--- config.mk ---
export PLATFORM = sky130hd
export DESIGN_NAME = game_control_flat
export DESIGN_NICKNAME = d
export VERILOG_FILES = /design/src/common/game_pkg.sv /design/src/common/move_if.sv /design/src/game/game_control.sv /design/src/flat_wrapper.sv
export VERILOG_INCLUDE_DIRS = /design/src /design/src/common
export SDC_FILE = /design/constraint.sdc
export NUM_CORES = 1
export LEC_CHECK = 0
export ABC_AREA = 1
export BUFFER_PORTS_ARGS = -buffer_cell sky130_fd_sc_hd__buf_4
export CAP_MARGIN = 20
export CORE_MARGIN = 2
export CORE_UTILIZATION = 30
export CTS_CLUSTER_DIAMETER = 80
export DETAILED_ROUTE_END_ITERATION = 8
export GPL_TIMING_DRIVEN = 0
export HOLD_SLACK_MARGIN = 0.15
export PLACE_DENSITY_LB_ADDON = 0.1
export SLEW_MARGIN = 30
export SYNTH_ARGS = -nofsm -noshare
export SYNTH_HDL_FRONTEND = slang
export SYNTH_SLANG_ARGS = --single-unit
export TNS_END_PERCENT = 100
--- constraint.sdc ---
create_clock -name Clk -period 3.9 [get_ports Clk]
set_input_delay 0.195 -clock Clk [delete_from_list [all_inputs] [get_ports Clk]]
set_output_delay 0.195 -clock Clk [all_outputs]
set_load 0.01 [all_outputs]
--- src/common/game_config.svh ---
`ifndef GAME_CONFIG_SVH
`define GAME_CONFIG_SVH

// board shape
`define GAME_DIM      4
`define GAME_EXP_W    4
`define GAME_WIN_EXP  11

// board placement on screen, in pixels
`define CELL_X0     380
`define CELL_Y0     180
`define CELL_SIZE   21
`define CELL_PITCH  25
`define COORD_W     10

// colours as 4 bits each of red, green, blue
`define COLOR_BLANK   12'h000
`define COLOR_BG      12'hFFF
`define COLOR_EMPTY   12'h666
`define COLOR_TILE1   12'hEDC
`define COLOR_TILE2   12'hC98
`define COLOR_TILE3   12'hD95
`define COLOR_TILE4   12'hF84
`define COLOR_TILE5   12'hF65
`define COLOR_TILE6   12'hF33
`define COLOR_TILE7   12'hEB4
`define COLOR_TILE8   12'hFB0
`define COLOR_TILE9   12'h8B5
`define COLOR_TILE10  12'h4AD
`define COLOR_TILE11  12'h15D

`endif

--- src/common/game_pkg.sv ---
`include "game_config.svh"

package game_pkg;

    // tile exponent, 0 is an empty cell and k stands for 2^k
    typedef logic [`GAME_EXP_W-1:0] tile_t;

    // index 0 is the leading end of a line
    typedef tile_t [`GAME_DIM-1:0] line_t;

    // board[row][col], row 0 at the top, col 0 at the left
    typedef line_t [`GAME_DIM-1:0] board_t;

    typedef enum logic [1:0] {
        DIR_UP,
        DIR_DOWN,
        DIR_LEFT,
        DIR_RIGHT
    } dir_t;

    // value of a freshly placed tile
    localparam tile_t TILE_NEW = tile_t'(1);

    // one new tile in the top-left cell
    localparam board_t BOARD_INIT = board_t'(TILE_NEW);

endpackage

--- src/common/move_if.sv ---
`timescale 1ns/1ps

interface moveIf;
    import game_pkg::*;

    // request side, valid/ready
    logic   reqValid;
    logic   reqReady;
    dir_t   dir;
    board_t board;

    // single-cycle result pulse
    logic   rspValid;
    board_t rspBoard;

    modport ctrl (
        output reqValid,
        output dir,
        output board,
        input  reqReady,
        input  rspValid,
        input  rspBoard
    );

    modport shift (
        input  reqValid,
        input  dir,
        input  board,
        output reqReady,
        output rspValid,
        output rspBoard
    );

endinterface

--- src/game/game_control.sv ---
`timescale 1ns/1ps
`include "game_config.svh"

module game_control (
    input  logic             Clk,
    input  logic             Reset,
    input  logic             moveValid,
    input  game_pkg::dir_t   moveDir,
    output logic             moveReady,
    moveIf.ctrl              mv,
    output game_pkg::board_t board,
    output logic             gameWon,
    output logic             gameLost
);
    import game_pkg::*;

    typedef enum logic [1:0] {
        ST_IDLE,
        ST_WAIT,
        ST_DONE
    } state_t;

    state_t state;
    board_t spawnBoard;
    logic   hasEmpty;
    logic   hasWin;

    assign moveReady = (state == ST_IDLE);
    // board is held steady for the whole request
    assign mv.board  = board;

    // new tile goes in the first empty cell, row-major
    always_comb begin
        spawnBoard = mv.rspBoard;
        hasEmpty   = 1'b0;
        for (int r = 0; r < `GAME_DIM; r++) begin
            for (int c = 0; c < `GAME_DIM; c++) begin
                if (mv.rspBoard[r][c] == '0 && !hasEmpty) begin
                    spawnBoard[r][c] = TILE_NEW;
                    hasEmpty         = 1'b1;
                end
            end
        end
        hasWin = 1'b0;
        for (int r = 0; r < `GAME_DIM; r++) begin
            for (int c = 0; c < `GAME_DIM; c++) begin
                if (spawnBoard[r][c] == tile_t'(`GAME_WIN_EXP)) begin
                    hasWin = 1'b1;
                end
            end
        end
    end

    always_ff @(posedge Clk or posedge Reset) begin
        if (Reset) begin
            state       <= ST_IDLE;
            mv.reqValid <= 1'b0;
            board       <= BOARD_INIT;
            gameWon     <= 1'b0;
            gameLost    <= 1'b0;
        end else begin
            case (state)
                ST_IDLE: begin
                    if (moveValid) begin
                        state       <= ST_WAIT;
                        mv.reqValid <= 1'b1;
                    end
                end
                ST_WAIT: begin
                    if (mv.reqValid && mv.reqReady) begin
                        mv.reqValid <= 1'b0;
                    end
                    if (mv.rspValid) begin
                        board    <= spawnBoard;
                        gameWon  <= hasWin;
                        gameLost <= !hasWin && !hasEmpty;
                        state    <= (hasWin || !hasEmpty) ? ST_DONE : ST_IDLE;
                    end
                end
                // win or loss, held until reset
                default: state <= ST_DONE;
            endcase
        end
    end

    // direction latched at acceptance, host may drop moveDir afterwards
    always_ff @(posedge Clk) begin
        if (moveReady && moveValid) begin
            mv.dir <= moveDir;
        end
    end

    // no new move while the shifter still owns one
    assert property (@(posedge Clk) disable iff (Reset)
        (mv.reqValid || mv.rspValid) |-> !moveReady);

    assert property (@(posedge Clk) disable iff (Reset)
        !(gameWon && gameLost));

endmodule

--- src/flat_wrapper.sv ---
// flat-port wrapper written by rule: the top's interface ports become plain ports
module game_control_flat import game_pkg::*;
  (Clk, Reset, moveValid, moveDir, moveReady, board, gameWon, gameLost, mv_reqValid, mv_dir, mv_board, mv_reqReady, mv_rspValid, mv_rspBoard);
  moveIf mv_i ();
  input  logic Clk;
  input  logic Reset;
  input  logic moveValid;
  input  game_pkg::dir_t moveDir;
  output logic moveReady;
  output game_pkg::board_t board;
  output logic gameWon;
  output logic gameLost;
  output wire logic [$bits(mv_i.reqValid)-1:0] mv_reqValid;
  output wire logic [$bits(mv_i.dir)-1:0] mv_dir;
  output wire logic [$bits(mv_i.board)-1:0] mv_board;
  input wire logic [$bits(mv_i.reqReady)-1:0] mv_reqReady;
  input wire logic [$bits(mv_i.rspValid)-1:0] mv_rspValid;
  input wire logic [$bits(mv_i.rspBoard)-1:0] mv_rspBoard;
  assign mv_reqValid = mv_i.reqValid;
  assign mv_dir = mv_i.dir;
  assign mv_board = mv_i.board;
  assign mv_i.reqReady = mv_reqReady;
  assign mv_i.rspValid = mv_rspValid;
  assign mv_i.rspBoard = mv_rspBoard;
  game_control u_core (.Clk(Clk), .Reset(Reset), .moveValid(moveValid), .moveDir(moveDir), .moveReady(moveReady), .mv(mv_i), .board(board), .gameWon(gameWon), .gameLost(gameLost));
endmodule
==> run_results.csv <==
group,metric,value,unit
global_route,use_met2,30.1,%
global_route,grt_max_degree,39,
floorplanning,start_util,30.9,%
power,ir_drop,371,uV
timing,tns,0,ps
floorplanning,die_x,115,um
logic_synthesis,yosysSeqAreaShare,48.0,%
place,dp_hpwl,9530,um
floorplanning,dieArea,0.0133,mm2
cts,clkTransAtPathRegs,60,ps
setup_path,cp_data_required_time,4090,ps
route,first_iter_violations,153,
route,avgViaCountPerCell,4.38,
timing,rsz0062_at_grt,"no",
setup_path,start_kind,"input pin",
job,drv_cap,0,
logic_synthesis,yosys_warnings,0,
logic_synthesis,yosysTopAreaCell,"dfrtp_1",
setup_path,critPathKind,"in2reg",
timing,tightest_slew,740,ps
cts,htree_levels,3,
route,routed_wl,12500,um
min_path,min_path_type,"in2reg",
timing,setup_viol,0,
logic_synthesis,synth_edf_count,2,
floorplanning,num_io_pins,205,
timing,postLayoutSetupSlackWorst,1980,ps
logic_synthesis,syn_nets,501,
power,p_leak,3.28,nW
timing,finalMaxSlewViolations,0,
timing,fmax,522,MHz
global_route,gr-max-usage-layer,"met2",
setup_path,r2r-start,"u_core.state[0]$_DFFE_PP0P_",
cts,postCtsResizedCells,0,
place,dpl_worst_slack,1950,ps
min_path,hold_depth,3,
global_route,use_met1,24.7,%
logic_synthesis,avgSynthCellArea,8.67,um2
timing,slew_headroom,50.2,%
cells_and_area,antenna_cells,0,
cells_and_area,multiInputGateArea,0.00125,mm2
timing,finClkSkew,7.95,ps
cells_and_area,register_area,0.00179,mm2
cts,cts_tree,"built",
logic_synthesis,syn_area,0.00373,mm2
cts,numCtsBuffers,9,
cells_and_area,area_growth,66.5,%
logic_synthesis,synth_area_leaders,"dfrtp_1 46%, buf_4 13%, nand2_1 11%",
setup_path,r2r_cells,7,
setup_path,worstSetupEndpointType,"register",
route,wl_per_cell,14.5,um
logic_synthesis,synth-async-reset-ratio,97.2,%
timing,period_share,49.1,%
place,port-buffer-count,204,
cts,clock_latency,330,ps
global_route,grt_pass1_vias,3698,
floorplanning,core,0.0121,mm2
logic_synthesis,ys_ff_latch,71,
cells_and_area,drive_gt1_share,44.7,%
logic_synthesis,synth.top_cell.area_share,45.7,%
timing,finalCriticalPeriod,1920,ps
logic_synthesis,yosysUniqueCellTypes,34,
cts,cts.sinks,71,
cells_and_area,num-nets-final,757,
route,drc,0,
cells_and_area,final_util,51.5,%
global_route,grt_overflow,0,
min_path,whs_endpoint,"u_core.board[48]$_DFFE_PP0P_",
power,cellPowerDensity,736,mW/mm2
logic_synthesis,synthFlopType,"dfrtp_1",
cts,cts_max_path_buffers,2,
floorplanning,row_count,40,
timing,hold_viol_final,0,
route,drt_first_pass_iters,4,
min_path,worstHoldStart,"mv_rspBoard[48]",
outcome,status,"finished, final reports clean",
setup_path,r2r_slack,2020,ps
setup_path,cp.arrival,2110,ps
route,ant_nets,0,
route,vias,3762,
power,total_power,4.57,mW
floorplanning,die_h,115,um
logic_synthesis,synth_cells,430,
setup_path,path_max_fanout,4,
global_route,grt_usage,18.5,%
global_route,use_met3,3.61,%
setup_path,r2r-end,"u_core.board[2]$_DFFE_PP0P_",
cells_and_area,fill_cells,1171,
global_route,grt_antenna_before_repair,0,
cts,cts_root_buffer,"clkbuf_16",
place,place_congestion,0.760,
global_route,grt_pass1_wl,18900,um
## worst max-delay path by stage
stage	from	to	slack, ps	cells past startpoint
global route	u_core.state[1]$_DFFE_PP0P_	u_core.board[51]$_DFFE_PP0P_	1850	6
CTS	mv_rspBoard[18]	u_core.board[48]$_DFFE_PP0P_	1950	12
floorplan	Reset	u_core.board[10]$_DFFE_PP0P_	1970	1
finish	mv_rspBoard[18]	u_core.board[48]$_DFFE_PP0P_	1980	12
detailed placement	u_core.state[1]$_DFFE_PP0P_	u_core.board[51]$_DFFE_PP0P_	1950	6
global placement	Reset	u_core.mv.reqValid$_DFFE_PP0P_	890	2
## routing by layer
| metal | vias to the layer above | part of all wire (%) |
|---|---|---|
| li1 | 1856 | - |
| met1 | 1749 | 45 |
| met2 | 141 | 47 |
| met3 | 16 | 6.8 |
| met4 | 0 | 1.6 |
| met5 | - | 0 |
## registers in the layout (all words and copies together) (netlist names)
name / flops
u_core.board: 64
u_core.mv.reqValid: 1
u_core.gameWon: 1
u_core.mv.dir: 2
u_core.gameLost: 1
u_core.state: 2
## where the power goes
part | leakage [nW] | switching (mW) | total [mW] | internal [mW]
sequential | 0.870 | 0.288 | 1.36 | 1.07
clock | 0.150 | 0.319 | 0.877 | 0.558
combinational | 2.26 | 0.972 | 2.33 | 1.35
## per-stage QoR
| stage | instances | area (um2) | hold slack (ps) |
|---|---|---|---|
| 2_1_floorplan | 430 | 3730 | 280 |
| 4_1_cts | 859 | 6210 | 151 |
| 6_report | 859 | 6210 | 145 |
| 5_1_grt | 859 | 6210 | 161 |
| 3_5_place_dp | 803 | 5490 | 237 |
| 3_3_place_gp | 802 | 5470 | 373 |
## kinds of logic after synthesis
group,synth area share (%)
AND/OR/NAND/NOR,24.7
buffers and inverters,18.6
flip-flops,48.0
AO/OA/AOI/OAI,8.80
## area by class of cell
| class | count | area share (%) |
|---|---|---|
| Buffer | 77 | 8.55 |
| Clock buffer | 10 | 3.69 |
| Clock inverter | 6 | 1.37 |
| Inverter | 43 | 2.64 |
| Multi-Input combinational cell | 239 | 20.1 |
| Sequential cell | 71 | 28.8 |
| Tap cell | 168 | 3.39 |
| Timing Repair Buffer | 245 | 31.5 |
## repair_timing
action | 4_1_cts | 5_1_grt
endpoints found under the hold margin | 70 | 0
setup buffers | 0 | 0
hold buffers | 40 | 0
## synth_stat cells, types with 5 or more instances
library cell,n
o21ai_1,20
clkbuf_1,8
nand4_1,19
a2bb2oi_1,5
o21ai_0,13
dfrtp_1,68
nand2_1,112
a21oi_1,8
nand3_1,5
nor2_1,18
buf_4,64
nor4_1,10
inv_1,38
inv_2,5
## worst max-delay path, stage by stage
cell and delay [ps]:
dlygate4sd3_1 540, buf_4 140, inv_2 60, nand2_1 50, nor3_1 460, nor2_4 110
nand4_4 110, nor2_4 60, nand4_4 110, inv_1 50, a21oi_1 150, o21ai_1 80
## placed cells by master (no fill, tap or decap), types with 5 or more instances in the layout
cell type and n:
buf_4 268, nand2_1 112, dfrtp_1 68, dlygate4sd3_1 40, inv_1 37, o21ai_1 20, nand4_1 19, nor2_1 18
o21ai_0 13, nor4_1 10, clkbuf_1 9, clkbuf_16 9, a21oi_1 8, inv_2 5, nand3_1 5, a2bb2oi_1 5
(Power assumes the default switching activity.)
