### config.mk
export PLATFORM = sky130hd
export DESIGN_NAME = tile_renderer
export DESIGN_NICKNAME = d
export VERILOG_FILES = /design/src/common/game_pkg.sv /design/src/common/video_pkg.sv /design/src/display/tile_renderer.sv
export VERILOG_INCLUDE_DIRS = /design/src /design/src/common
export SDC_FILE = /design/constraint.sdc
export NUM_CORES = 1
export LEC_CHECK = 0
export BUFFER_PORTS_ARGS = -buffer_cell sky130_fd_sc_hd__buf_2
export CAP_MARGIN = 15
export CORE_ASPECT_RATIO = 2
export CORE_MARGIN = 8
export CORE_UTILIZATION = 49
export DETAILED_ROUTE_END_ITERATION = 6
export PLACE_DENSITY = 0.85
export SKIP_LAST_GASP = 1
export SYNTH_ARGS = -nofsm -noshare
export SYNTH_HDL_FRONTEND = slang
export SYNTH_SLANG_ARGS = --single-unit
### constraint.sdc
create_clock -name vclk -period 4
set_clock_uncertainty 0.15 [all_clocks]
set_input_delay 0.2 -clock vclk [all_inputs]
set_output_delay 0.2 -clock vclk [all_outputs]
set_load 0.1 [all_outputs]
### src/common/game_config.svh
`ifndef GAME_CONFIG_SVH
`define GAME_CONFIG_SVH

// board shape
`define GAME_DIM      4
`define GAME_EXP_W    4
`define GAME_WIN_EXP  11

// board placement on screen, in pixels
`define CELL_X0     380
`define CELL_Y0     180
`define CELL_SIZE   21
`define CELL_PITCH  25
`define COORD_W     10

// colours as 4 bits each of red, green, blue
`define COLOR_BLANK   12'h000
`define COLOR_BG      12'hFFF
`define COLOR_EMPTY   12'h666
`define COLOR_TILE1   12'hEDC
`define COLOR_TILE2   12'hC98
`define COLOR_TILE3   12'hD95
`define COLOR_TILE4   12'hF84
`define COLOR_TILE5   12'hF65
`define COLOR_TILE6   12'hF33
`define COLOR_TILE7   12'hEB4
`define COLOR_TILE8   12'hFB0
`define COLOR_TILE9   12'h8B5
`define COLOR_TILE10  12'h4AD
`define COLOR_TILE11  12'h15D

`endif

### src/common/game_pkg.sv
`include "game_config.svh"

package game_pkg;

    // tile exponent, 0 is an empty cell and k stands for 2^k
    typedef logic [`GAME_EXP_W-1:0] tile_t;

    // index 0 is the leading end of a line
    typedef tile_t [`GAME_DIM-1:0] line_t;

    // board[row][col], row 0 at the top, col 0 at the left
    typedef line_t [`GAME_DIM-1:0] board_t;

    typedef enum logic [1:0] {
        DIR_UP,
        DIR_DOWN,
        DIR_LEFT,
        DIR_RIGHT
    } dir_t;

    // value of a freshly placed tile
    localparam tile_t TILE_NEW = tile_t'(1);

    // one new tile in the top-left cell
    localparam board_t BOARD_INIT = board_t'(TILE_NEW);

endpackage

### src/common/video_pkg.sv
`include "game_config.svh"

package video_pkg;

    // scan position from the video timing block
    typedef logic [`COORD_W-1:0] coord_t;

    // 4 bits per channel
    typedef logic [11:0] rgb_t;

endpackage

### src/display/tile_renderer.sv
`timescale 1ns/1ps
`include "game_config.svh"

module tile_renderer (
    input  video_pkg::coord_t hCount,
    input  video_pkg::coord_t vCount,
    input  logic              bright,
    input  game_pkg::board_t  board,
    output video_pkg::rgb_t   rgb
);
    import game_pkg::*;
    import video_pkg::*;

    localparam int IdxW = $clog2(`GAME_DIM);

    logic [IdxW:0] colHit;
    logic [IdxW:0] rowHit;

    // {inside, index} along one axis
    function automatic logic [IdxW:0] findCell(coord_t pos, coord_t origin);
        coord_t        off;
        logic [IdxW:0] result;
        off    = pos - origin;
        result = '0;
        if (pos >= origin) begin
            for (int i = 0; i < `GAME_DIM; i++) begin
                if (off >= coord_t'(i * `CELL_PITCH) &&
                    off < coord_t'(i * `CELL_PITCH + `CELL_SIZE)) begin
                    result = {1'b1, IdxW'(i)};
                end
            end
        end
        return result;
    endfunction

    function automatic rgb_t tileColor(tile_t e);
        case (e)
            4'd0:    return `COLOR_EMPTY;
            4'd1:    return `COLOR_TILE1;
            4'd2:    return `COLOR_TILE2;
            4'd3:    return `COLOR_TILE3;
            4'd4:    return `COLOR_TILE4;
            4'd5:    return `COLOR_TILE5;
            4'd6:    return `COLOR_TILE6;
            4'd7:    return `COLOR_TILE7;
            4'd8:    return `COLOR_TILE8;
            4'd9:    return `COLOR_TILE9;
            4'd10:   return `COLOR_TILE10;
            default: return `COLOR_TILE11;
        endcase
    endfunction

    assign colHit = findCell(hCount, coord_t'(`CELL_X0));
    assign rowHit = findCell(vCount, coord_t'(`CELL_Y0));

    always_comb begin
        if (!bright) begin
            rgb = `COLOR_BLANK;
        end else if (colHit[IdxW] && rowHit[IdxW]) begin
            rgb = tileColor(board[rowHit[IdxW-1:0]][colHit[IdxW-1:0]]);
        end else begin
            rgb = `COLOR_BG;
        end
    end

endmodule

==> results of run 1 <==
stage by stage:
stage | cells | setup slack, ps | TNS [ps] | total power, µW
after detailed placement | 425 | -54.5 | -54.5 | 391
after CTS | 425 | 7.81 | 0 | 393
after global routing | 433 | -86.4 | -332 | 453
after global placement | 425 | 12.0 | 0 | 381
final | 433 | 81.3 | 0 | 427
after floorplan | 260 | -563 | -636 | 238
path summary, 6_finish.rpt:
check / start / endpoint / cells after the start
max: vCount[2] / rgb[0] / 17
min: bright / rgb[3] / 3
Yosys cell counts, types with 3 or more instances:
library cell and count:
or2_2 4, and3_1 4, o211a_1 9, nand3_1 17
o2111ai_1 4, xor2_1 5, nor3b_1 3, ha_1 18
clkbuf_1 4, nor2_1 10, a21boi_0 3, o21ai_1 3
o21a_1 3, inv_1 14, nand2_1 25, nand3b_1 3
buf_2 5, nand4_1 6, a31oi_1 6, a2111oi_0 7
mux2i_1 12, a211oi_1 5, a21oi_1 12, o211ai_1 6
o31ai_1 3, o21ai_0 7, mux2_2 3, nand4b_1 3
layout make-up:
| class | count | area (µm²) |
|---|---|---|
| Fill cell | 263 | 781 |
| Timing Repair Buffer | 133 | 945 |
| Inverter | 14 | 52.6 |
| Tap cell | 51 | 63.8 |
| Multi-Input combinational cell | 235 | 1960 |
routing by layer:
layer  GRT usage, %  vias up  part of all wire, %
met2           44.5      138                   56
li1               -     1292                    -
met1           22.3     1270                   34
met5              0        -                    0
met3           2.21       34                  6.3
met4           8.57        0                  4.3
power by group through the flow:
stage	logic, µW	registers, µW	clock network, µW
floorplan	238	0	0
global placement	381	0	0
detailed placement	391	0	0
CTS	393	0	0
global route	453	0	0
finish	427	0	0
critical path, delay by kind of cell:
family | cells | cell delay [ps]
AOI/OAI and AO/OA | 5 | 1200
adders and majority gates | 2 | 460
buffers and inverters | 5 | 750
muxes | 2 | 280
and+or+nand+nor | 3 | 660
cell usage in the layout (no fill, tap or decap), types with 9 or more instances in the layout:
cell type,instances
ha_1,16
nor2_1,9
o211a_1,9
a21oi_1,10
buf_12,11
buf_2,85
buf_4,35
inv_1,12
mux2i_1,12
nand2_1,25
nand3_1,17
cells by family (layout without fill, tap and decap cells):
logic type	after synthesis	after routing	synth area share, %
buffers and inverters	25	147	5.76
and+or+nand+nor	91	91	25.4
AOI/OAI and AO/OA	102	102	44.1
adders and majority gates	18	18	11.6
muxes	17	17	9.90
xor gates and xnor gates	7	7	3.17
what timing repair did:
item	4_1_cts	5_1_grt
hold endpoints to repair	0	0
setup buffers	0	8
gates resized for setup	2	25
setup endpoints to repair	2	12
pin swaps	0	6
==> impl_metrics.toml, run 1 <==
[layout]
sequential_cell_total = 0
synthToLayoutAreaGrowth_pct = 56.3
seq_area_um2 = 0
num_antenna_cells = 0
drive_gt1_share_pct = 46.9
clkbuf_count = 0
final_cell_area_mm2 = 0.00302
utilization_pct = 79.5
nets = 487

[clock_tree]
cts_hold_buf = 0

[power_and_ir_drop]
vdd_drop_max_mv = 0.115
p_int_uw = 183
power_density_mw_per_mm2 = 141
total_leakage_power_uw = 0.00143
pwr-share-comb_pct = 100.0
power_frac_seq_pct = 0
p_switching_uw = 244
pwr-share-clk_pct = 0
power_switching_share_pct = 57.2

[routing]
drc = 0
firstDrtPassIters = 4
routed_wl_mm = 7.98
wl_per_cell_um = 18.4
drtIter0Drc = 144
num_vias = 2734
antenna_left = 0
viasPerCell = 6.31

[floorplan]
chipHeight_um = 105
die_area_mm2 = 0.00634
io_pins = 97
fp-row-count = 32
coreArea_mm2 = 0.00380
die_x_um = 60.4
initial_core_util_pct = 50.9

[setup_path]
slowest_delay_ps = 370
crit_slowest_cell = "a2111o_1"
start_kind = "input port"
crit_fanout = 8
path_cells = "buf_2 -> buf_4 -> ha_1 -> and3_1 -> a2111o_1 -> and3_1 -> o21a_2 -> mux2i_1 -> mux2i_1 -> a32oi_2 -> and3_4 -> inv_1 -> ha_1 -> a211oi_1 -> buf_4 -> a221oi_4 -> clkbuf_16"
end_kind = "output pin"
cp_data_arrival_time_ps = 3570
required_ps = 3650
path_class = "input port to output pin"

[place]
place_area_mm2 = 0.00286
place_congestion = 0.912
port_buffers = 97
dp_hpwl_mm = 6.45

[logic_synthesis]
synth_top_area_share_pct = 11.6
yosysWarningCount = 0
synth.area.top_cells = "ha_1 (12%), mux2i_1 (6.2%), nand2_1 (4.9%), o211a_1 (4.7%), nand3_1 (4.4%)"
synth_top_area_cell = "ha_1"
syn_inst = 260
syn_area_mm2 = 0.00193
avgSynthCellArea_um2 = 7.44
yosysSeqAreaShare_pct = 0
syn-num-nets = 363
ys_types = 72

[timing]
fin_hold_ws_ps = 729
drv_slew = 0
period_needed_ps = 3920
fin_crit_sh_pct = 98.0
rsz0062_at_grt = "yes"
worstMarginPinSlew_ps = 551
final_hold_viol_count = 0
timing.fmax_ghz = 0.255
finalSetupViolations = 0
slew_headroom_pct = 62.3

[grt]
antenna_found_initial = 0
grt_pass1_vias = 2772
grt-ovfl-total = 0
grt_max_degree = 18
grt_pass1_wl_mm = 12.0
track_usage_pct = 22.7

[status]
outcome = "complete, no violations"

[run]
cap_violations = 0

[hold_path]
worstHoldPathType = "input port to output pin"
(Power assumes the default switching activity.)
==> run 2, diff against run 1 <==
- CORE_UTILIZATION: 49 -> 45
- PLACE_DENSITY: 0.85 -> 0.79
==> impl_metrics.toml, run 2 (synthesis results as in run 1) <==
[grt]
antenna_found_initial = 0
grt_max_degree = 18
track_usage_pct = 18.8
grt_pass1_vias = 2659
grt-ovfl-total = 0
grt_pass1_wl_mm = 11.5

[timing]
fin_hold_ws_ps = 686
slew_headroom_pct = 64.5
period_needed_ps = 3920
final.setup.worst_slack_ps = 82.2
tns_ps = 0
finalSetupViolations = 0
worstMarginPinSlew_ps = 519
drv_slew = 0
fin_crit_sh_pct = 97.9
rsz0062_at_grt = "yes"
timing.fmax_ghz = 0.255
final_hold_viol_count = 0

[floorplan]
io_pins = 97
coreArea_mm2 = 0.00425
die_x_um = 62.4
chipHeight_um = 109
die_area_mm2 = 0.00678
initial_core_util_pct = 45.5
fp-row-count = 34

[layout]
mostFrequentLayoutCells = "buf_2 (86), buf_4 (29), nand2_1 (25)"
fillers = 337
nets = 483
seq_area_um2 = 0
final_cells = 432
clkbuf_count = 0
synthToLayoutAreaGrowth_pct = 57.7
sequential_cell_total = 0
final_common_cell = "buf_2"
drive_gt1_share_pct = 47.1
num_antenna_cells = 0

[routing]
drc = 0
drtIter0Drc = 120
viasPerCell = 6.17
num_vias = 2664
wl_per_cell_um = 17.0
antenna_left = 0
firstDrtPassIters = 4
routed_wl_mm = 7.36

[power_and_ir_drop]
p_int_uw = 186
power_frac_seq_pct = 0
p_switching_uw = 245
vdd_drop_max_mv = 0.0981
power_density_mw_per_mm2 = 141
power_uw = 431
power_switching_share_pct = 56.8
total_leakage_power_uw = 0.00143
pwr-share-comb_pct = 100.0
pwr-share-clk_pct = 0

[place]
dp_hpwl_mm = 5.83
place_ws_ps = -28.2
dp.cells = 426
place_congestion = 0.890
port_buffers = 97

[hold_path]
worstHoldPathCells = 4
hold_path_end = "rgb[6]"
worstHoldPathType = "input port to output pin"
hp-start = "bright"

[setup_path]
path_cells = "buf_2 -> inv_1 -> ha_4 -> nand3b_1 -> xnor2_4 -> o221a_4 -> nor3_4 -> mux4_2 -> nand2_1 -> o211ai_1 -> buf_4 -> ha_1 -> a211oi_1 -> buf_4 -> a221oi_4 -> clkbuf_16"
path_class = "input port to output pin"
crit_buf_inv = 5
cp_data_arrival_time_ps = 3570
slowest_delay_ps = 530
crit_slowest_cell = "mux4_2"
required_ps = 3650
crit_top_cell = "buf_4"
crit_fanout = 7
end_kind = "output pin"
start_kind = "input port"
path_depth = 16
path_delay_family = "compound AO/OA/AOI/OAI gates"

[clock_tree]
cts_hold_buf = 0

[run]
cap_violations = 0

[status]
outcome = "complete, no violations"
run 2: how the worst max path moves through the flow:
stage	start	to	slack, ps
after floorplan	vCount[2]	rgb[0]	-560
after global placement	vCount[2]	rgb[0]	130
after detailed placement	vCount[2]	rgb[6]	-30
after CTS	vCount[2]	rgb[6]	80
after global routing	vCount[2]	rgb[0]	-120
final	vCount[2]	rgb[0]	80
run 2: per-stage QoR:
stage | util, % | cell area (µm²)
global placement | 67.0 | 2850
detailed placement | 67.0 | 2850
global route | 71.7 | 3050
floorplan | - | 1980
CTS | 67.0 | 2850
finish | 71.7 | 3050
run 2: area by class of cell:
cell class / count / area, µm² / area share, %
Tap cell: 54 / 67.6 / 2.21
Inverter: 14 / 52.6 / 1.72
Multi-Input combinational cell: 235 / 2010 / 66.0
Timing Repair Buffer: 129 / 916 / 30.0
run 2: routing by layer:
metal / GRT usage, % / up-vias / wire length (µm)
met2: 34.9 / 130 / 3750
li1: - / 1288 / -
met1: 22.4 / 1238 / 3080
met3: 2.88 / 8 / 458
met4: 2.79 / 0 / 72
met5: 0 / - / 0
run 2: power groups by stage:
stage	clock network [µW]	logic [µW]	registers, µW
6_report	0	431	0
5_1_grt	0	460	0
4_1_cts	0	382	0
3_5_place_dp	0	381	0
3_3_place_gp	0	369	0
2_1_floorplan	0	238	0
run 2: worst min-delay path: stages:
cell     delay (ps)
buf_2           160
o41ai_2          70
a31oi_2          50
buf_12          160
run 2: timing repair:
item | in CTS | in global routing
endpoints found under the setup margin | 2 | 12
pin swaps | 0 | 11
gates resized for setup | 1 | 31
hold endpoints to repair | 0 | 0
gates cloned | 0 | 1
setup buffers | 0 | 5
==> run 3, diff against run 2 <==
- clock period: 4 -> 3.8 ns (I/O delays scaled with it)
==> impl_metrics.toml, run 3 (synthesis results as in run 1) <==
[status]
outcome = "finished, violations left"
violations = "negative setup slack"

[routing]
drtIter0Drc = 196
viasPerCell = 6.20
routed_wl_mm = 8.61
antenna_left = 0
num_vias = 2878
drc = 0
wl_per_cell_um = 18.5
firstDrtPassIters = 5

[floorplan]
die_x_um = 62.4
fp-row-count = 34
die_area_mm2 = 0.00678
io_pins = 97
chipHeight_um = 109
coreArea_mm2 = 0.00425
initial_core_util_pct = 45.5

[grt]
grtUsageMet1_pct = 23.3
grt-busiest-layer = "met2"
grt_max_degree = 18
antenna_found_initial = 0
gr-usage-met2_pct = 38.9
grt_pass1_vias = 2864
grtUsageMet3_pct = 5.14
grt-ovfl-total = 0
grt_pass1_wl_mm = 12.6
track_usage_pct = 20.9

[setup_path]
path_depth = 13
path_delay_family = "compound AO/OA/AOI/OAI gates"
start_kind = "input port"
crit_slowest_cell = "or4_1"
crit_fanout = 6
cp_data_arrival_time_ps = 3470
path_class = "input port to output pin"
required_ps = 3460
slowest_delay_ps = 590
crit_buf_inv = 3
end_kind = "output pin"
path_cells = "buf_2 -> ha_1 -> xor2_1 -> a311o_1 -> or2_4 -> a32oi_4 -> buf_4 -> a2111oi_2 -> o41ai_2 -> nand2_2 -> or4_1 -> o211ai_4 -> buf_12"

[power_and_ir_drop]
power_density_mw_per_mm2 = 156
total_leakage_power_uw = 0.00161
vdd_drop_max_mv = 0.110

[timing]
period_needed_ps = 3810
timing.fmax_ghz = 0.262
slew_headroom_pct = 64.8
final.setup.worst_slack_ps = -12.8
final_hold_viol_count = 0
worstMarginPinSlew_ps = 515
finalSetupViolations = 1
drv_slew = 0
tns_ps = -12.8
fin_crit_sh_pct = 100
rsz0062_at_grt = "yes"

[layout]
seq_area_um2 = 0
mostFrequentLayoutCells = "buf_2 (84), buf_4 (56), nand2_1 (25)"
multi_input_area_mm2 = 0.00213
clkbuf_count = 0
sequential_cell_total = 0
num_antenna_cells = 0
synthToLayoutAreaGrowth_pct = 78.7
fillers = 279
nets = 515
final_common_cell = "buf_2"
drive_gt1_share_pct = 54.4

[hold_path]
worstHoldPathCells = 3
worstHoldPathType = "input port to output pin"
hp-start = "bright"
hold_path_end = "rgb[9]"

[run]
cap_violations = 0

[place]
dp_hpwl_mm = 6.21
port_buffers = 97
place_ws_ps = -95.9
place_congestion = 0.931

[clock_tree]
cts_hold_buf = 0
run 3: stage by stage:
step | cell area, µm² | instances | utilization (%) | hold slack, ps | total power (µW)
2_1_floorplan | 2060 | 260 | - | 650 | 265
3_3_place_gp | 3100 | 445 | 72.9 | 678 | 439
3_5_place_dp | 3100 | 445 | 72.9 | 690 | 454
4_1_cts | 3120 | 445 | 73.4 | 690 | 460
5_1_grt | 3460 | 464 | 81.3 | 712 | 567
6_report | 3460 | 464 | 81.3 | 703 | 538
run 3: report_power, final:
group / switching [µW] / leakage (µW) / internal (µW) / total [µW]
clock network: 0 / 0 / 0 / 0
logic: 293 / 0.00161 / 246 / 538
registers: 0 / 0 / 0 / 0
run 3: worst max-delay path by stage:
stage | to | slack (ps) | startpoint
finish | rgb[11] | -10 | hCount[2]
global placement | rgb[9] | 40 | vCount[2]
floorplan | rgb[0] | -250 | vCount[3]
global route | rgb[5] | -110 | hCount[2]
CTS | rgb[0] | 3 | vCount[3]
detailed placement | rgb[9] | -100 | vCount[2]
run 3: routing by layer:
| layer | part of all wire, % | wire length [µm] | vias to the layer above |
|---|---|---|---|
| met5 | 0 | 0 | - |
| met4 | 2.1 | 180 | 0 |
| met3 | 7.9 | 681 | 23 |
| met2 | 51 | 4400 | 172 |
| met1 | 39 | 3350 | 1337 |
| li1 | - | - | 1346 |
run 3: final cells by class:
cell class | count | share of cell area, %
multi-input cells | 236 | 61.7
inverters | 14 | 1.74
repair buffers | 160 | 34.6
well taps | 54 | 1.95
run 3: what timing repair did:
action | 4_1_cts | 5_1_grt
buffers inserted | 0 | 17
endpoints found under the setup margin | 8 | 12
pin swaps | 4 | 25
gates cloned | 0 | 2
gates resized for setup | 6 | 44
run 3: worst min-delay path, cell delays in order:
cell and delay, ps:
buf_2 170, o311a_4 140, buf_12 150
